==> config.mk <==
export PLATFORM = sky130hd
export DESIGN_NAME = device_subsystem
export DESIGN_NICKNAME = d
export VERILOG_FILES = /design/src/common/soc_pkg.sv /design/src/rtl/device_subsystem.sv /design/src/rtl/device_decoder.sv /design/src/rtl/device_arbiter.sv /design/src/devices/intc.sv /design/src/devices/uart_console.sv
export SDC_FILE = /design/constraint.sdc
export NUM_CORES = 1
export LEC_CHECK = 0
export BUFFER_PORTS_ARGS = -buffer_cell sky130_fd_sc_hd__buf_4
export CAP_MARGIN = 20
export CORE_MARGIN = 2
export CORE_UTILIZATION = 35
export CTS_BUF_LIST = sky130_fd_sc_hd__clkbuf_4
export CTS_CLUSTER_DIAMETER = 40
export CTS_CLUSTER_SIZE = 28
export DETAILED_ROUTE_END_ITERATION = 8
export HOLD_SLACK_MARGIN = 0.12
export PLACE_DENSITY = 0.7
export RECOVER_POWER = 50
export SYNTH_ARGS = -nofsm -noshare
export SYNTH_HDL_FRONTEND = slang
export SYNTH_SLANG_ARGS = --single-unit
==> constraint.sdc <==
create_clock -name clk -period 2.2 [get_ports clk]
set_clock_uncertainty 0.2 [all_clocks]
set_input_delay 0.11 -clock clk [delete_from_list [all_inputs] [get_ports clk]]
set_output_delay 0.11 -clock clk [all_outputs]
set_load 0.1 [all_outputs]
==> src/common/soc_pkg.sv <==
package soc_pkg;

    // ------------------------------------------------------------------------
    // Sizes
    // ------------------------------------------------------------------------
    localparam int NUM_CORES    = 2;
    localparam int CORE_ID_BITS = 1;
    localparam int XLEN         = 32;
    localparam int IRQ_LINES    = 4;

    // Bus vectors
    typedef logic [XLEN-1:0]         addr_t;
    typedef logic [XLEN-1:0]         data_t;
    typedef logic [XLEN/8-1:0]       be_t;
    typedef logic [CORE_ID_BITS-1:0] core_id_t;
    typedef logic [IRQ_LINES-1:0]    irq_t;

    // ------------------------------------------------------------------------
    // Address map
    // ------------------------------------------------------------------------

    // Address bits 31:30 of a device access
    localparam logic [1:0] IO_WINDOW = 2'b11;

    // Device select in address bits 27:24
    localparam logic [3:0] DEV_UART = 4'h0;
    localparam logic [3:0] DEV_INTC = 4'h4;

    // Console registers, word offset in bits 3:2
    localparam logic [1:0] REG_TX      = 2'd0;
    localparam logic [1:0] REG_STATUS  = 2'd1;
    localparam logic [1:0] REG_SIMDONE = 2'd2;

    // Interrupt controller registers
    localparam logic [1:0] REG_PENDING = 2'd0;
    localparam logic [1:0] REG_ENABLE  = 2'd1;

    // Device arbiter FSM
    typedef enum logic {
        IDLE,
        WAIT_DEV
    } arb_state_t;

endpackage
==> src/rtl/device_subsystem.sv <==
`timescale 1ns/1ps

module device_subsystem (
    input  logic           clk,
    input  logic           reset_i,
    input  logic           core_strobe_i [soc_pkg::NUM_CORES],
    input  logic           core_we_i     [soc_pkg::NUM_CORES],
    input  soc_pkg::addr_t core_addr_i   [soc_pkg::NUM_CORES],
    input  soc_pkg::be_t   core_be_i     [soc_pkg::NUM_CORES],
    input  soc_pkg::data_t core_wdata_i  [soc_pkg::NUM_CORES],
    output logic           core_ready_o  [soc_pkg::NUM_CORES],
    output soc_pkg::data_t core_rdata_o  [soc_pkg::NUM_CORES],
    input  soc_pkg::irq_t  irq_src_i,
    output logic           irq_o,
    output logic           tx_valid_o,
    output logic [7:0]     tx_data_o,
    output logic           sim_done_o
);
    import soc_pkg::*;

    // Arbitrated device bus
    logic  dev_strobe;
    logic  dev_we;
    addr_t dev_addr;
    be_t   dev_be;
    data_t dev_wdata;
    logic  dev_ready;
    data_t dev_rdata;

    // Per-device returns
    logic  uart_strobe;
    logic  uart_ready;
    data_t uart_rdata;
    logic  intc_strobe;
    logic  intc_ready;
    data_t intc_rdata;

    device_arbiter arb0 (
        .clk          (clk),
        .reset_i      (reset_i),
        .core_strobe_i(core_strobe_i),
        .core_we_i    (core_we_i),
        .core_addr_i  (core_addr_i),
        .core_be_i    (core_be_i),
        .core_wdata_i (core_wdata_i),
        .core_ready_o (core_ready_o),
        .core_rdata_o (core_rdata_o),
        .dev_strobe_o (dev_strobe),
        .dev_we_o     (dev_we),
        .dev_addr_o   (dev_addr),
        .dev_be_o     (dev_be),
        .dev_wdata_o  (dev_wdata),
        .dev_ready_i  (dev_ready),
        .dev_rdata_i  (dev_rdata)
    );

    device_decoder dec0 (
        .clk          (clk),
        .reset_i      (reset_i),
        .bus_strobe_i (dev_strobe),
        .bus_addr_i   (dev_addr),
        .bus_ready_o  (dev_ready),
        .bus_rdata_o  (dev_rdata),
        .uart_strobe_o(uart_strobe),
        .uart_ready_i (uart_ready),
        .uart_rdata_i (uart_rdata),
        .intc_strobe_o(intc_strobe),
        .intc_ready_i (intc_ready),
        .intc_rdata_i (intc_rdata)
    );

    // Register offset is the word index in bits 3:2
    uart_console uart0 (
        .clk       (clk),
        .reset_i   (reset_i),
        .strobe_i  (uart_strobe),
        .we_i      (dev_we),
        .reg_sel_i (dev_addr[3:2]),
        .be_i      (dev_be),
        .wdata_i   (dev_wdata),
        .ready_o   (uart_ready),
        .rdata_o   (uart_rdata),
        .tx_valid_o(tx_valid_o),
        .tx_data_o (tx_data_o),
        .sim_done_o(sim_done_o)
    );

    intc intc0 (
        .clk      (clk),
        .reset_i  (reset_i),
        .strobe_i (intc_strobe),
        .we_i     (dev_we),
        .reg_sel_i(dev_addr[3:2]),
        .be_i     (dev_be),
        .wdata_i  (dev_wdata),
        .ready_o  (intc_ready),
        .rdata_o  (intc_rdata),
        .irq_src_i(irq_src_i),
        .irq_o    (irq_o)
    );

endmodule

==> src/rtl/device_decoder.sv <==
`timescale 1ns/1ps

module device_decoder (
    input  logic           clk,
    input  logic           reset_i,
    input  logic           bus_strobe_i,
    input  soc_pkg::addr_t bus_addr_i,
    output logic           bus_ready_o,
    output soc_pkg::data_t bus_rdata_o,
    output logic           uart_strobe_o,
    input  logic           uart_ready_i,
    input  soc_pkg::data_t uart_rdata_i,
    output logic           intc_strobe_o,
    input  logic           intc_ready_i,
    input  soc_pkg::data_t intc_rdata_i
);
    import soc_pkg::*;

    logic in_window;
    logic sel_uart;
    logic sel_intc;
    logic unmapped_ready_q;

    // Address is held by the arbiter until ready, so one decode serves both ways
    assign in_window = (bus_addr_i[XLEN-1:XLEN-2] == IO_WINDOW);
    assign sel_uart  = in_window && (bus_addr_i[27:24] == DEV_UART);
    assign sel_intc  = in_window && (bus_addr_i[27:24] == DEV_INTC);

    assign uart_strobe_o = bus_strobe_i && sel_uart;
    assign intc_strobe_o = bus_strobe_i && sel_intc;

    // Unmapped access answers on its own one cycle later
    always_ff @(posedge clk) begin
        if (reset_i) begin
            unmapped_ready_q <= 1'b0;
        end else begin
            unmapped_ready_q <= bus_strobe_i && !sel_uart && !sel_intc;
        end
    end

    assign bus_ready_o = (sel_uart && uart_ready_i) ||
                         (sel_intc && intc_ready_i) ||
                         unmapped_ready_q;

    always_comb begin
        if (sel_uart) begin
            bus_rdata_o = uart_rdata_i;
        end else if (sel_intc) begin
            bus_rdata_o = intc_rdata_i;
        end else begin
            bus_rdata_o = '0;
        end
    end

    a_one_strobe: assert property (@(posedge clk) disable iff (reset_i)
        $onehot0({uart_strobe_o, intc_strobe_o}));

    // Every device path, selected or not, completes in the next cycle
    a_fixed_latency: assert property (@(posedge clk) disable iff (reset_i)
        bus_strobe_i |=> bus_ready_o);

endmodule

==> src/rtl/device_arbiter.sv <==
`timescale 1ns/1ps

module device_arbiter (
    input  logic           clk,
    input  logic           reset_i,
    input  logic           core_strobe_i [soc_pkg::NUM_CORES],
    input  logic           core_we_i     [soc_pkg::NUM_CORES],
    input  soc_pkg::addr_t core_addr_i   [soc_pkg::NUM_CORES],
    input  soc_pkg::be_t   core_be_i     [soc_pkg::NUM_CORES],
    input  soc_pkg::data_t core_wdata_i  [soc_pkg::NUM_CORES],
    output logic           core_ready_o  [soc_pkg::NUM_CORES],
    output soc_pkg::data_t core_rdata_o  [soc_pkg::NUM_CORES],
    output logic           dev_strobe_o,
    output logic           dev_we_o,
    output soc_pkg::addr_t dev_addr_o,
    output soc_pkg::be_t   dev_be_o,
    output soc_pkg::data_t dev_wdata_o,
    input  logic           dev_ready_i,
    input  soc_pkg::data_t dev_rdata_i
);
    import soc_pkg::*;

    arb_state_t           state_q;
    logic [NUM_CORES-1:0] pending_q;
    core_id_t             rr_ptr_q;
    core_id_t             cur_id_q;

    // Latched request fields per core
    logic                 req_we_q    [NUM_CORES];
    addr_t                req_addr_q  [NUM_CORES];
    be_t                  req_be_q    [NUM_CORES];
    data_t                req_wdata_q [NUM_CORES];

    logic [NUM_CORES-1:0] cand;
    logic                 grant_valid;
    logic                 grant;
    core_id_t             grant_id;
    core_id_t             next_ptr;
    logic                 done;

    // ------------------------------------------------------------------------
    // Round-robin selection
    // ------------------------------------------------------------------------

    // A strobe arriving this cycle competes like a latched one
    always_comb begin
        for (int i = 0; i < NUM_CORES; i++) begin
            cand[i] = pending_q[i] | core_strobe_i[i];
        end
    end

    // Walk from the far end so the core at rr_ptr_q wins last
    always_comb begin
        core_id_t idx;
        grant_valid = 1'b0;
        grant_id    = rr_ptr_q;
        for (int k = NUM_CORES - 1; k >= 0; k--) begin
            idx = core_id_t'((int'(rr_ptr_q) + k) % NUM_CORES);
            if (cand[idx]) begin
                grant_valid = 1'b1;
                grant_id    = idx;
            end
        end
    end

    assign grant    = (state_q == IDLE) && grant_valid;
    assign next_ptr = core_id_t'((int'(grant_id) + 1) % NUM_CORES);
    assign done     = (state_q == WAIT_DEV) && dev_ready_i;

    // ------------------------------------------------------------------------
    // Control state
    // ------------------------------------------------------------------------
    always_ff @(posedge clk) begin
        if (reset_i) begin
            state_q      <= IDLE;
            pending_q    <= '0;
            rr_ptr_q     <= '0;
            cur_id_q     <= '0;
            dev_strobe_o <= 1'b0;
        end else begin
            dev_strobe_o <= grant;
            for (int i = 0; i < NUM_CORES; i++) begin
                if (grant && grant_id == core_id_t'(i)) begin
                    pending_q[i] <= 1'b0;
                end else if (core_strobe_i[i]) begin
                    pending_q[i] <= 1'b1;
                end
            end
            case (state_q)
                IDLE: begin
                    if (grant) begin
                        state_q  <= WAIT_DEV;
                        cur_id_q <= grant_id;
                        rr_ptr_q <= next_ptr;
                    end
                end
                WAIT_DEV: begin
                    if (dev_ready_i) begin
                        state_q <= IDLE;
                    end
                end
                default: state_q <= IDLE;
            endcase
        end
    end

    always_ff @(posedge clk) begin
        if (reset_i) begin
            for (int i = 0; i < NUM_CORES; i++) begin
                core_ready_o[i] <= 1'b0;
            end
        end else begin
            for (int i = 0; i < NUM_CORES; i++) begin
                core_ready_o[i] <= done && (cur_id_q == core_id_t'(i));
            end
        end
    end

    // ------------------------------------------------------------------------
    // Request and response payload
    // ------------------------------------------------------------------------
    always_ff @(posedge clk) begin
        for (int i = 0; i < NUM_CORES; i++) begin
            if (core_strobe_i[i]) begin
                req_we_q[i]    <= core_we_i[i];
                req_addr_q[i]  <= core_addr_i[i];
                req_be_q[i]    <= core_be_i[i];
                req_wdata_q[i] <= core_wdata_i[i];
            end
        end
        // Bypass the latch when the winner strobed in this very cycle
        if (grant) begin
            if (core_strobe_i[grant_id]) begin
                dev_we_o    <= core_we_i[grant_id];
                dev_addr_o  <= core_addr_i[grant_id];
                dev_be_o    <= core_be_i[grant_id];
                dev_wdata_o <= core_wdata_i[grant_id];
            end else begin
                dev_we_o    <= req_we_q[grant_id];
                dev_addr_o  <= req_addr_q[grant_id];
                dev_be_o    <= req_be_q[grant_id];
                dev_wdata_o <= req_wdata_q[grant_id];
            end
        end
        if (done) begin
            core_rdata_o[cur_id_q] <= dev_rdata_i;
        end
    end

    // Cores must wait for ready before issuing again
    for (genvar g = 0; g < NUM_CORES; g++) begin : g_core_chk
        a_no_restrobe: assert property (@(posedge clk) disable iff (reset_i)
            core_strobe_i[g] |-> !pending_q[g]);
    end

    a_ready_in_wait: assert property (@(posedge clk) disable iff (reset_i)
        dev_ready_i |-> state_q == WAIT_DEV);

endmodule

==> src/devices/intc.sv <==
`timescale 1ns/1ps

module intc (
    input  logic           clk,
    input  logic           reset_i,
    input  logic           strobe_i,
    input  logic           we_i,
    input  logic [1:0]     reg_sel_i,
    input  soc_pkg::be_t   be_i,
    input  soc_pkg::data_t wdata_i,
    output logic           ready_o,
    output soc_pkg::data_t rdata_o,
    input  soc_pkg::irq_t  irq_src_i,
    output logic           irq_o
);
    import soc_pkg::*;

    irq_t src_q;
    irq_t pending_q;
    irq_t enable_q;
    irq_t rise;
    irq_t clr;
    logic wr;

    assign wr   = strobe_i && we_i && be_i[0];
    assign rise = irq_src_i & ~src_q;
    assign clr  = (wr && reg_sel_i == REG_PENDING) ? wdata_i[IRQ_LINES-1:0] : '0;

    always_ff @(posedge clk) begin
        if (reset_i) begin
            src_q     <= '0;
            pending_q <= '0;
            enable_q  <= '0;
            ready_o   <= 1'b0;
            irq_o     <= 1'b0;
        end else begin
            src_q     <= irq_src_i;
            // A new edge wins over a clear in the same cycle
            pending_q <= (pending_q & ~clr) | rise;
            if (wr && reg_sel_i == REG_ENABLE) begin
                enable_q <= wdata_i[IRQ_LINES-1:0];
            end
            ready_o <= strobe_i;
            irq_o   <= |(pending_q & enable_q);
        end
    end

    // Read data reflects the registers before this access's write
    always_ff @(posedge clk) begin
        if (strobe_i) begin
            case (reg_sel_i)
                REG_PENDING: rdata_o <= data_t'(pending_q);
                REG_ENABLE:  rdata_o <= data_t'(enable_q);
                default:     rdata_o <= '0;
            endcase
        end
    end

endmodule

==> src/devices/uart_console.sv <==
`timescale 1ns/1ps

module uart_console (
    input  logic           clk,
    input  logic           reset_i,
    input  logic           strobe_i,
    input  logic           we_i,
    input  logic [1:0]     reg_sel_i,
    input  soc_pkg::be_t   be_i,
    input  soc_pkg::data_t wdata_i,
    output logic           ready_o,
    output soc_pkg::data_t rdata_o,
    output logic           tx_valid_o,
    output logic [7:0]     tx_data_o,
    output logic           sim_done_o
);
    import soc_pkg::*;

    logic wr;
    logic tx_wr;

    assign wr    = strobe_i && we_i;
    assign tx_wr = wr && (reg_sel_i == REG_TX) && be_i[0];

    // Status and every other register read back as zero
    assign rdata_o = '0;

    always_ff @(posedge clk) begin
        if (reset_i) begin
            ready_o    <= 1'b0;
            tx_valid_o <= 1'b0;
            sim_done_o <= 1'b0;
        end else begin
            ready_o    <= strobe_i;
            tx_valid_o <= tx_wr;
            // Sticky until reset
            if (wr && reg_sel_i == REG_SIMDONE) begin
                sim_done_o <= 1'b1;
            end
        end
    end

    // Byte lane 0 carries the character
    always_ff @(posedge clk) begin
        if (tx_wr) begin
            tx_data_o <= wdata_i[7:0];
        end
    end

endmodule

### Word-level counts from Yosys, hierarchy flattened

Memory sizes are Yosys's and may differ from the RTL's.
Index checks and enable logic that the tools add are counted.

| word-level totals | value |
|---|---|
| flip-flop bits (word level) | 172 |
| bits in latches | 0 |
| RAM bits | 138 |
| memory bits (read-only) | 0 |
| logic and storage cells | 127 |
| memories kept | 4 |

| cells by class | value |
|---|---|
| $add $sub $neg | 2 |
| $mul | 0 |
| divide/modulo/power cells | 0 |
| order comparisons | 5 |
| equality and inequality tests | 4 |
| shifts and indexed selects | 0 |
| muxes and demuxes | 41 |
| bitwise operators | 13 |
| reductions and logical operators | 33 |

Memory list:

| memory | words | width | rd ports | clocked after Yosys merged registers in | write ports | RTL line | source |
|---|---|---|---|---|---|---|---|
| arb0.req_addr_q | 2 | 32 | 1 | 0 | 2 | device_arbiter.sv:30 | `addr_t req_addr_q [NUM_CORES];` |
| arb0.req_wdata_q | 2 | 32 | 1 | 0 | 2 | device_arbiter.sv:32 | `data_t req_wdata_q [NUM_CORES];` |
| arb0.req_be_q | 2 | 4 | 1 | 0 | 2 | device_arbiter.sv:31 | `be_t req_be_q [NUM_CORES];` |
| arb0.req_we_q | 2 | 1 | 1 | 0 | 2 | device_arbiter.sv:29 | `logic req_we_q [NUM_CORES];` |

Operators by type and width:

| cell | number |
|---|---|
| $mux 32 | 7 |
| $bwmux 64 | 1 |
| $demux 32 s1 | 1 |
| $mux 8 | 4 |
| $mux 1 | 25 |
| $logic_and 1x1->1 | 23 |
| $and 4x4->4 | 3 |
| $not 4->4 | 2 |
| $pmux 4 s2 | 1 |
| $eq 2x2->1 const B | 2 |
| $eq 4x3->1 const B | 1 |
| $ge 2x2->1 const B | 2 |
| $logic_not 4->1 | 1 |
| $lt 1x2->1 const B | 2 |
| $mux 4 | 1 |
| $not 1->2 | 2 |
| $or 4x4->4 | 1 |
| $reduce_or 2->1 | 2 |
| $reduce_or 4->1 | 1 |
| $not 1->1 | 3 |
| $add 1x1->1 const B | 2 |
| $eq 2x1->1 const B | 1 |
| $logic_not 1->1 | 2 |
| $logic_not 2->1 | 1 |
| 5 further kinds | 7 |

### Logic depth before layout (Yosys ltp)

Gate-level depths: netlist of the first run.

| logic depth | value |
|---|---|
| depth in word-level cells | 10 |
| depth in mapped cells | 6 |
| mapped depth without buffers | 4 |

### Modules after synthesis

From an unflattened synthesis of the first run, not the netlist that was laid out.

| unflattened totals | value |
|---|---|
| cell total of the unflattened synthesis | 940 |
| area total of the unflattened synthesis | 12986.2 um2 |

Modules (own cells, without submodules):

| module | instances | cells each | area each (um2) | seq. area each (um2) |
|---|---|---|---|---|
| device_arbiter | 1 | 705 | 10580.1 | 8298.0 |
| intc | 1 | 96 | 965.9 | 400.4 |
| device_decoder | 1 | 87 | 844.6 | 20.0 |
| uart_console | 1 | 52 | 595.6 | 300.3 |

### Worst setup path before layout of the first run

Ideal clock, no wire load.

| timing path | value |
|---|---|
| kind | reg2reg |
| start | register arb0.dev_addr_o[24] |
| end | register uart0.tx_data_o[0], enable pin |
| arrival time | 1.458 ns |
| setup slack | 0.172 ns |
| cell stages (with the launch flop) | 5 |
| path buffers | 0 |
| period minus slack after synthesis | 2.028 ns |
| cell sequence | edfxtp_1 -> nand3b_1 -> nor3_1 -> nand3_1 -> nor2_1 |

| between the ends | value |
|---|---|
| cells in the longest elaborated chain, start to end | 6 |

Ends and longest elaborated chain:

| element | RTL line | source |
|---|---|---|
| start, declared | device_arbiter.sv:15 | `output soc_pkg::addr_t dev_addr_o,` |
| start signal, assigned | device_arbiter.sv:135 | `dev_addr_o <= core_addr_i[grant_id];` |
| start signal, assigned | device_arbiter.sv:140 | `dev_addr_o <= req_addr_q[grant_id];` |
| $logic_not 4->1 | device_decoder.sv:26 | `assign sel_uart = in_window && (bus_addr_i[27:24] == DEV_UART);` |
| $logic_and 1x1->1 | device_decoder.sv:26 |  |
| $logic_and 1x1->1 | device_decoder.sv:29 | `assign uart_strobe_o = bus_strobe_i && sel_uart;` |
| $logic_and 1x1->1 | uart_console.sv:22 | `assign wr = strobe_i && we_i;` |
| $logic_and 1x1->1 (2 in a row) | uart_console.sv:23 | `assign tx_wr = wr && (reg_sel_i == REG_TX) && be_i[0];` |
| net uart0.tx_wr | uart_console.sv:20 | `logic tx_wr;` |
| end signal, assigned | uart_console.sv:46 | `tx_data_o <= wdata_i[7:0];` |
| end, declared | uart_console.sv:14 | `output logic [7:0] tx_data_o,` |

The timed path passes the listed nets, and every way through them passes these cells.
A chain may end at the register's enable or synchronous reset.

### Worst setup path after layout of the first run

| timing path | value |
|---|---|
| start | input port core_strobe_i[0] in the netlist's numbering |
| end | register arb0.dev_wdata_o[2], data pin |

| between the ends | value |
|---|---|
| cells in the longest elaborated chain, start to end | 10 |

Ends and longest elaborated chain:

| element | RTL line | source |
|---|---|---|
| start, declared | device_subsystem.sv:6 | `input logic core_strobe_i [soc_pkg::NUM_CORES],` |
| $or 1x1->1 | device_arbiter.sv:48 | `cand[i] = pending_q[i] \| core_strobe_i[i];` |
| $mux 1 (not written as such) (2 in a row) | device_arbiter.sv:59 | `if (cand[idx]) begin` |
| $mux 1 (2 in a row) | device_arbiter.sv:59 |  |
| $not 1->2 (not written as such) | device_arbiter.sv:133, device_arbiter.sv:137 |  |
| $mux 8 (not written as such) / $mux 1 (equally long branches) (3 in a row) | device_arbiter.sv:137, device_arbiter.sv:133 |  |
| $mux 8 (*) | device_arbiter.sv:133 | `if (core_strobe_i[grant_id]) begin` |
| end signal, assigned | device_arbiter.sv:137 | `dev_wdata_o <= core_wdata_i[grant_id];` |
| end signal, assigned | device_arbiter.sv:142 | `dev_wdata_o <= req_wdata_q[grant_id];` |
| end, declared | device_arbiter.sv:17 | `output soc_pkg::data_t dev_wdata_o,` |

Every way passes the cells marked *; elsewhere a longest branch is shown, timed or not. The select of a mux whose other input is x is not followed.

==> impl_results.md, run 1 <==
* Status: complete, no violations
* Sw Share at 34.32%
* Die W at 115.3 microns
* Final setup viols at 0
* Crit path launch type: input port
* Nets at ~630
* Pin count of the biggest net entering global routing at 29
* Drt first pass iters at 4
* Switching power at 0.001438 W
* Core region area at 12060 sq um
* Worst slew pin tran at approximately 910 ps
* Initial Utilization at 35.98%
* Synth area leader: edfxtp_1
* GRT met2 Usage at 23.27%
* Crit end category: flip-flop
* Syn Area/Cell at 11.99 sq um
* Layout cell share with drive strength beyond 1 at 16.87%
* Cell area power density at 781.3 nW/um^2
* Synthesis-stage register bit count at 100
* RSZ-0062 raised after global routing: true
* Detail Route Antenna Nets at 0
* Die area at 13300 sq um
* GRT Overall Usage at 13.56%
* CP cell instances: dlygate4sd3_1 > clkbuf_1 > or3_4 > a21o_1 > buf_4 > a211oi_1 > a32oi_1
* Final hold vios at 0
* Clock network power share at between 10% and 20%
* # diodes at 0
* Critical path's largest stage delay at 550 ps
* Pwr Total at 0.004191 W
* Fillers at 1143
* Reg2reg setup slack at approximately 50 ps
* DRC at 0
* Num ports at 223
* Crit path max-delay family: buffers and inverters
* Area of the multi-input gates at ~1300 sq um
* Slew Limit Fails at 0
* Met1 Track Usage GR at 16.99%
* Comb power frac at 24.9%
* Initial antenna violation count at 0
* Max_slew headroom at approximately two fifths
* Seq. cell area at 2743 sq um
* Clock sinks at 100
* Post-Syn Area at 4339 sq um
* Postcts setup bufs at 0
* Arr. time, crit path at 2150 ps
* Vias per Instance at 4.500
* CP bufs+invs at 3
* CTS clk-pin slew, worst paths at between 100 and 150 ps
* Sequential area share after synthesis at 63.21%
* Worst EP required at 2160 ps
* Fin util at 44.47%
* CP Max Fanout at 10
* CTS tree: built
* Vias in the first global route at 2740
* Via count at 2943
* Input/output buffers at 64
* Initial drt markers at 203
* Slowest cell on the critical path: dlygate4sd3_1
* Ys Warns at 0
* Layer with the highest usage: met2
* Final WS setup at 8.780 ps
* Kind of critical path: input port to flip-flop
* Yosys cell types at 40
* Fin Hold WS at 204.0 ps
* Fmax at approximately 460 MHz
* Worst-Skew Late Latency at between 400 and 500 ps
* WL final at ~9000 microns
* Crit path time final at between 2000 and 2500 ps
* Maximum vdd drop at 0.4231 mV
* Gpl congestion at ~0.77
* Area grow syn2layout at 23.62%
* Die Height at 115.3 microns
* Post-cts resize count at 0
* GRT overflow at 0
* H-tree depth at 3
* Place WS at between 50 and 60 ps
* Grt met3 use at 3.374%
* Root Buffer: clkbuf_4
* Top area cells in the synthesized netlist: edfxtp_1, dfxtp_1, buf_4
* P_int at 0.002753 W
* Synth Instances at 362
* Routed WL per cell at 13.74 microns
* Synth top area share at between 50% and 60%
* CTS Buf Count at 9
* First-pass GRT wire length at 13740 microns
* Flop pwr share at 55.8%
* Max Root-Sink Buffers at 2
* Hold Path Class: input port to flip-flop
* Max-cap violations at 0
* DP HPWL at 6014 microns
* Rows at 40
* Leak Pwr at roughly 2.1 nW
* Fin crit share at between 90% and 100%
## per-layer routing
layer,share of wire (%),wire [microns]
met5,0,0
met4,0.63,57
met3,5.4,483
met2,51,4610
met1,43,3831
## placed cells by master (no fill, tap or decap), drive strengths merged, types with 7 or more instances in the layout
| master | n |
|---|---|
| a211oi | 18 |
| a32oi | 18 |
| buf | 35 |
| clkbuf | 54 |
| conb | 56 |
| dfxtp | 26 |
| dlygate4sd3 | 47 |
| edfxtp | 74 |
| inv | 9 |
| mux2i | 9 |
| nand2 | 64 |
| nor2 | 20 |
| nor3 | 7 |
## flip-flops by register name (all words and copies together) (netlist names), 2 cells and up
register           flops
arb0.core_rdata_o      8
arb0.pending_q         2
intc0.pending_q        4
arb0.dev_wdata_o       8
arb0.core_ready_o      2
arb0.req_addr_q       16
arb0.req_wdata_q      16
arb0.req_be_q          2
intc0.src_q            4
intc0.rdata_o          4
arb0.req_we_q          2
intc0.enable_q         4
uart0.tx_data_o        8
arb0.dev_addr_o        8
## final timing paths
| kind | end | start | cells past startpoint |
|---|---|---|---|
| min | arb0.req_wdata_q[1][1] | core_wdata_i[1] | 2 |
| max | arb0.dev_wdata_o[2] | core_strobe_i[0] | 7 |
| min reg2reg | uart0.tx_data_o[7] | arb0.dev_wdata_o[7] | 0 |
| max reg2reg | arb0.core_rdata_o[33] | arb0.dev_addr_o[24] | 4 |
## metrics by stage
step	std cells	cell area [sq um]	setup TNS (ps)
floorplan	417	4546	0
global placement	591	4861	0
detailed placement	591	4861	0
CTS	654	5436	0
global route	654	5364	-697.2
finish	654	5364	0
## power groups by stage
stage               Clock (W)  Sequential [W]  Combinational [W]
floorplan                   0         0.00235           0.000854
global placement            0         0.00237           0.000976
detailed placement          0         0.00238           0.000993
CTS                  0.000843         0.00234            0.00106
global route         0.000909         0.00236            0.00111
finish               0.000811         0.00234            0.00104
## repair_timing
| action | CTS | global route |
|---|---|---|
| endpoints found under the setup margin | 0 | 8 |
| endpoints found under the hold margin | 116 | 0 |
| hold buffers | 47 | 0 |
## synth_stat cells (all sizes together)
cell type	number
edfxtp	74
buf	67
nand2	64
dfxtp	26
nor2	20
a211oi	18
a32oi	18
mux2i	9
inv	8
nor3	7
a21oi	6
clkbuf	6
o21ai	6
and3	4
o211ai	4
or3	4
a22oi	2
nand2b	2
or2	2
a21o	1
a31o	1
a41oi	1
and2	1
and3b	1
clkinv	1
conb	1
nand3	1
nand3b	1
nand4b	1
nand4bb	1
nor3b	1
nor4bb	1
o21a	1
o41a	1
## cell families after synthesis
logic type	count (synthesis)	share of synthesized area [%]
multiplexers	9	2.076
other	1	0.08642
AO/OA/AOI/OAI	59	10.53
buffers and inverters	82	12.69
AND/OR/NAND/NOR	111	11.42
flip-flops	100	63.21
## final cells by class
cell class	count	area share, %
clock buffers	10	1.400
clock inverters	6	0.5598
inverters	9	0.6298
multi-input cells	235	23.42
flip-flops and latches	100	51.13
well taps	168	3.919
repair buffers	126	18.94
Power figures use the tool's default switching activity.
==> run 2: changes to the inputs <==
--- a/config.mk
+++ b/config.mk
@@ -9,5 +9,5 @@
 export CAP_MARGIN = 20
 export CORE_MARGIN = 2
-export CORE_UTILIZATION = 35
+export CORE_UTILIZATION = 30
 export CTS_BUF_LIST = sky130_fd_sc_hd__clkbuf_4
 export CTS_CLUSTER_DIAMETER = 40
@@ -15,5 +15,5 @@
 export DETAILED_ROUTE_END_ITERATION = 8
 export HOLD_SLACK_MARGIN = 0.12
-export PLACE_DENSITY = 0.7
+export PLACE_DENSITY = 0.62
 export RECOVER_POWER = 50
 export SYNTH_ARGS = -nofsm -noshare
--- a/constraint.sdc
+++ b/constraint.sdc
@@ -3,3 +3,3 @@
 set_input_delay 0.11 -clock clk [delete_from_list [all_inputs] [get_ports clk]]
 set_output_delay 0.11 -clock clk [all_outputs]
-set_load 0.1 [all_outputs]
+set_load 0.02 [all_outputs]
==> run 2 against run 1 <==
  * Final cell count increased by 2.3%
  * Hold slack worse by 5.3 ps
  * Combinational power fell by 31%
  * Setup slack better by 52 ps
  * Utilization fell by 5.4 points
  * Non-clock buffer count grew 3
  * Sequential power about the same
  * Maximum frequency rose by 2.5%
  * Via count grew 1.2%
  * Flip-flop and latch count stayed put
==> impl_results.md, run 2 (synthesis gave the netlist of run 1 again) <==
* Hold Path Class: input port to flip-flop (unchanged)
* Routed WL per cell at 13.60 microns (was 13.74 microns)
* CTS clk-pin slew, worst paths at 140 ps (about the same)
* Crit path launch type: flip-flop (was input port)
* Fin crit share at 97.22% (was 99.60%)
* Placed inst area at 4891 sq um (was 4861 sq um)
* Max_slew headroom at 22.98% (was 39.10%)
* Vias per Instance at 4.450 (was 4.500)
* Cell area power density at 752.3 nW/um^2 (was 781.3 nW/um^2)
* Die W at 124.3 microns (was 115.3 microns)
* CTS Buf Count at 9 (unchanged)
* CTS tree: built (unchanged)
* Pin count of the biggest net entering global routing at 29 (unchanged)
* Maximum vdd drop at 0.7010 mV (was 0.4231 mV)
* First-pass GRT wire length at 14290 microns (was 13740 microns)
* Drt first pass iters at 4 (unchanged)
* Post-route cell area at 5466 sq um (was 5364 sq um)
* Worst-Skew Late Latency at 450 ps (was 430 ps)
* Setup Total Neg Slack at 0 ps (unchanged)
* RSZ-0062 raised after global routing: true (unchanged)
* CP Max Fanout at 4 (was 10)
* GRT overflow at 0 (unchanged)
* Initial antenna violation count at 0 (unchanged)
* Clock sinks at 100 (unchanged)
* Input/output buffers at 64 (unchanged)
* Max Root-Sink Buffers at 2 (unchanged)
* Crit end category: flip-flop (unchanged)
* Initial Utilization at 31.02% (was 35.98%)
* Core region area at 13990 sq um (was 12060 sq um)
* Initial drt markers at 191 (was 203)
* Rows at 43 (was 40)
* DP HPWL at 6225 microns (was 6014 microns)
* Num ports at 223 (unchanged)
* Leading cell type in the layout, fill and taps excluded: edfxtp_1 (unchanged)
* DP Cell Count at 605 (was 591)
* # diodes at 0 (unchanged)
* Die area at 15440 sq um (was 13300 sq um)
* Arr. time, crit path at 2070 ps (was 2150 ps)
* Non-filler cells, final at 669 (was 654)
* Nets at 630 (was 627)
* Via count at 2977 (was 2943)
* Area grow syn2layout at 25.98% (was 23.62%)
* Postcts setup bufs at 0 (unchanged)
* Comb power frac at 17.3% (was 24.9%)
* Fin Hold WS at 198.7 ps (was 204.0 ps)
* Slew Limit Fails at 0 (unchanged)
* Status: complete, no violations (unchanged)
* Fmax at 467.5 MHz (was 456.4 MHz)
* WL final at 9098 microns (was 8983 microns)
* GRT Overall Usage at 11.57% (was 13.56%)
* Max-cap violations at 0 (unchanged)
* Switching power at 0.001113 W (was 0.001438 W)
* Worst slew pin tran at 1155 ps (was 913.5 ps)
* Detail Route Antenna Nets at 0 (unchanged)
* Root Buffer: clkbuf_4 (unchanged)
* Final hold vios at 0 (unchanged)
* Sw Share at 27.08% (was 34.32%)
* Largest regs: arb0.req_addr_q x16, arb0.req_wdata_q x16 (unchanged)
* Gpl congestion at 0.7836 (was 0.7743)
* DRC at 0 (unchanged)
* Final setup viols at 0 (unchanged)
* Die Height at 124.3 microns (was 115.3 microns)
* Fillers at 1357 (was 1143)
* Layout cell share with drive strength beyond 1 at 17.18% (was 16.87%)
* Flop pwr share at 56.7% (was 55.8%)
* Kind of critical path: flip-flop to flip-flop (was input port to flip-flop)
* Vias in the first global route at 2860 (was 2740)
* H-tree depth at 3 (unchanged)
* Post-cts resize count at 0 (unchanged)
* Reg2reg setup slack at 60 ps (was 50 ps)
* Crit path time final at 2139 ps (was 2191 ps)
* Worst EP required at 2130 ps (was 2160 ps)
* Most frequent cells in the layout: edfxtp_1, nand2_1, conb_1 (unchanged)
* Leak Pwr at 2.123 nW (was 2.097 nW)
* Clock network power share at 26.0% (was 19.3%)
* Pwr Total at 0.004112 W (was 0.004191 W)
* P_int at 0.002999 W (was 0.002753 W)
run 2: changes by cell type in the layout (fill, tap and decap cells not counted), moves of 2 or more:
cell and delta:
clkbuf_2 -5, clkbuf_1 +2, clkinv_2 -2, clkbuf_4 +5, clkinvlp_4 +2, clkinv_1 -2
bufinv_16 +2
run 2: worst paths after layout:
check                                          from                     end  cells after the start
worst max register to register  arb0.dev_addr_o[24]   arb0.core_rdata_o[35]                      4
worst min register to register       intc0.src_q[0]      intc0.pending_q[0]                      1
worst max-delay path            arb0.dev_addr_o[24]   arb0.core_rdata_o[35]                      4
worst min-delay path                core_addr_i[24]  arb0.req_addr_q[1][24]                      2
run 2: final cells by class:
cell class | instances | area, sq um | area share, %
flip-flops and latches | 100 | 2743 | 50.17
clock buffers | 10 | 75.07 | 1.373
repair buffers | 129 | 1046 | 19.13
inverters | 9 | 33.78 | 0.6180
clock inverters | 6 | 87.58 | 1.602
multi-input cells | 235 | 1256 | 22.98
well taps | 180 | 225.2 | 4.120
run 2: power groups by stage:
stage | logic, W | clock network [W] | registers, W
finish | 0.000713 | 0.00107 | 0.00233
global placement | 0.000647 | 0 | 0.00237
detailed placement | 0.000658 | 0 | 0.00237
global route | 0.000784 | 0.00119 | 0.00235
CTS | 0.000730 | 0.00110 | 0.00233
floorplan | 0.000523 | 0 | 0.00233
run 2: worst max-delay path, stage by stage, from the launching register on:
cell	delay, ps
edfxtp_1	390
nand3b_1	260
o41a_1	420
nand2b_1	220
nor2_1	330
run 2: metal layers:
| layer | GRT usage (%) | share of wire (%) | vias up |
|---|---|---|---|
| met5 | 0 | 0 | - |
| met2 | 19.06 | 50 | 118 |
| met4 | 2.974 | 1.5 | 0 |
| li1 | - | - | 1437 |
| met1 | 14.29 | 42 | 1410 |
| met3 | 4.424 | 6.7 | 12 |
run 2: metrics by stage:
step	setup WS [ps]	utilization [%]
after CTS	45.06	39.56
after global placement	100.1	34.96
after floorplan	171.6	-
after detailed placement	64.51	34.96
final	61.18	39.08
after global routing	-32.45	39.08
run 2: what timing repair did:
item	in CTS	in global routing
hold endpoints to repair	116	0
hold buffers	48	0
endpoints found under the setup margin	0	8
==> run 3: changes to the inputs <==
- PLACE_DENSITY: 0.62 -> 0.6
- clock period: 2.2 -> 2.6 ns (I/O delays scaled with it)
==> run 3 against run 2 <==
  * Utilization decreased by 1.1 points
  * Design area fell by 2.7%
  * Via count is 2.3% lower
  * Total power shrank 21%
  * Sequential share of layout area rose by 1.4 points
  * Hold slack improved by 11 ps
  * Critical path type is now input port to flip-flop
  * Critical endpoint is now arb0.dev_wdata_o[0]
==> impl_results.md, run 3 (synthesis gave the netlist of run 1 again) <==
* Setup Total Neg Slack at 0 ps (unchanged)
* Detail Route Antenna Nets at 0 (unchanged)
* Worst slew pin tran at 1087 ps (was 1155 ps)
* Input/output buffers at 64 (unchanged)
* Crit path launch type: input port (was flip-flop)
* Rows at 43 (unchanged)
* Vias in the first global route at 2874 (was 2860)
* Arr. time, crit path at 2220 ps (was 2070 ps)
* Postcts setup bufs at 0 (unchanged)
* Hold Path Class: input port to flip-flop (unchanged)
* Vias per Instance at 4.394 (was 4.450)
* Routed WL per cell at 13.64 microns (was 13.60 microns)
* H-tree depth at 3 (unchanged)
* Drt first pass iters at 4 (unchanged)
* RSZ-0062 raised after global routing: false (was true)
* Gpl congestion at 0.7890 (was 0.7836)
* Largest regs: arb0.req_addr_q x16, arb0.req_wdata_q x16 (unchanged)
* Kind of critical path: input port to flip-flop (was flip-flop to flip-flop)
* Pwr Total at 0.003262 W (was 0.004112 W)
* Cell mode on critical path: buf_4
* Nets at 623 (was 630)
* Reg2reg setup slack at 460 ps (was 60 ps)
* GRT Overall Usage at 11.76% (was 11.57%)
* WL final at 9030 microns (was 9098 microns)
* CP Max Fanout at 26 (was 4)
* Slowest cell on the critical path: dlygate4sd3_1 (was o41a_1)
* Final setup viols at 0 (unchanged)
* Grt met3 use at 3.136% (was 4.424%)
* GRT met2 Usage at 20.32% (was 19.06%)
* Most frequent cells in the layout: edfxtp_1, nand2_1, conb_1 (unchanged)
* CP cell instances: dlygate4sd3_1 > buf_4 > nor2_1 > a21o_1 > buf_4 > a211oi_1 > a32oi_1 (was nand3b_1 > o41a_1 > nand2b_1 > nor2_1)
* Max-cap violations at 0 (unchanged)
* Die Height at 124.3 microns (unchanged)
* Die area at 15440 sq um (unchanged)
* DRC at 0 (unchanged)
* DP HPWL at 6065 microns (was 6225 microns)
* # diodes at 0 (unchanged)
* Layout cell share with drive strength beyond 1 at 14.32% (was 17.18%)
* Area grow syn2layout at 22.58% (was 25.98%)
* Critical path's largest stage delay at 540 ps (was 420 ps)
* Slew Limit Fails at 0 (unchanged)
* Initial Utilization at 31.02% (unchanged)
* Met1 Track Usage GR at 14.50% (was 14.29%)
* Initial drt markers at 190 (was 191)
* Core region area at 13990 sq um (unchanged)
* Fin crit share at between 80% and 90%
* Worst EP required at 2660 ps (was 2130 ps)
* Layer with the highest usage: met2 (unchanged)
* Die W at 124.3 microns (unchanged)
* Via count at 2909 (was 2977)
* Num ports at 223 (unchanged)
* CP bufs+invs at 3 (was 0)
* Clock sinks at 100 (unchanged)
* Leak Pwr at 2.033 nW (was 2.123 nW)
* Max_slew headroom at 27.51% (was 22.98%)
* Worst-Skew Late Latency at 450 ps (about the same)
* Fmax at 461.6 MHz
* Crit end category: flip-flop (unchanged)
* Pin count of the biggest net entering global routing at 27 (was 29)
* Final hold vios at 0 (unchanged)
* CTS Buf Count at 9 (unchanged)
* Status: complete, no violations (unchanged)
* CTS tree: built (unchanged)
* GRT overflow at 0 (unchanged)
* CTS clk-pin slew, worst paths at 150 ps (was 140 ps)
* Initial antenna violation count at 0 (unchanged)
* Crit path max-delay family: buffers and inverters (was simple AND/OR/NAND/NOR gates)
* Crit path time final at approximately 2200 ps
* Cell area power density at 613.2 nW/um^2 (was 752.3 nW/um^2)
* Leading cell type in the layout, fill and taps excluded: edfxtp_1 (unchanged)
* Max Root-Sink Buffers at 2 (unchanged)
* Root Buffer: clkbuf_4 (unchanged)
* First-pass GRT wire length at 14420 microns (was 14290 microns)
* Maximum vdd drop at 0.3463 mV (was 0.7010 mV)
run 3: cell count changes in the layout (fill, tap and decap cells not counted):
cell           before  now
buf_4              33   23
clkbuf_1           18   27
clkbuf_4           38   34
bufinv_16           2    0
buf_12              2    1
clkinv_2            0    1
clkinv_4            0    1
dlygate4sd3_1      48   47
run 3: area by class of cell:
class	instances	area, sq um
Inverter	9	33.78
Timing Repair Buffer	122	944.7
Clock inverter	6	41.29
Sequential cell	100	2743
Clock buffer	10	75.07
Fill cell	1379	8670
Tap cell	180	225.2
Multi-Input combinational cell	235	1256
run 3: what timing repair did:
item,4_1_cts,5_1_grt
hold buffers,47,0
resized for setup,0,0
endpoints found under the hold margin,116,0
run 3: worst reg2reg max path, cell delays in order (launching register included):
cell and delay (ps):
edfxtp_1 380, nand3b_1 260, o41a_1 440, nand2b_1 210
nor2_1 330
run 3: power by group:
part	switching (W)	internal [W]	total, W
Sequential	0.0000948	0.00189	0.00198
Combinational	0.000339	0.000227	0.000565
Clock	0.000506	0.000208	0.000714
Total	0.000940	0.00232	0.00326
run 3: worst paths after layout:
check | start | to | depth (start not counted)
setup / recovery | core_strobe_i[1] | arb0.dev_wdata_o[0] | 7
hold / removal | core_wdata_i[7] | arb0.req_wdata_q[1][7] | 2
setup reg to reg | arb0.dev_addr_o[24] | arb0.core_rdata_o[35] | 4
hold reg to reg | intc0.src_q[3] | intc0.pending_q[3] | 1
run 3: per-stage QoR:
step	hold slack, ps	utilization, %	cell area [sq um]	cells	setup slack (ps)
floorplan	28.87	-	4546	417	571.6
global placement	118.3	34.55	4833	599	478.1
detailed placement	119.6	34.55	4833	599	480.8
CTS	160.4	38.75	5420	662	455.7
global route	171.4	38.02	5319	662	287.9
finish	209.6	38.02	5319	662	433.5
run 3: layer usage:
layer | vias to the layer above | share of wire (%)
li1 | 1424 | -
met3 | 4 | 6.7
met2 | 110 | 51
met4 | 0 | 0.59
met5 | - | 0
met1 | 1371 | 42
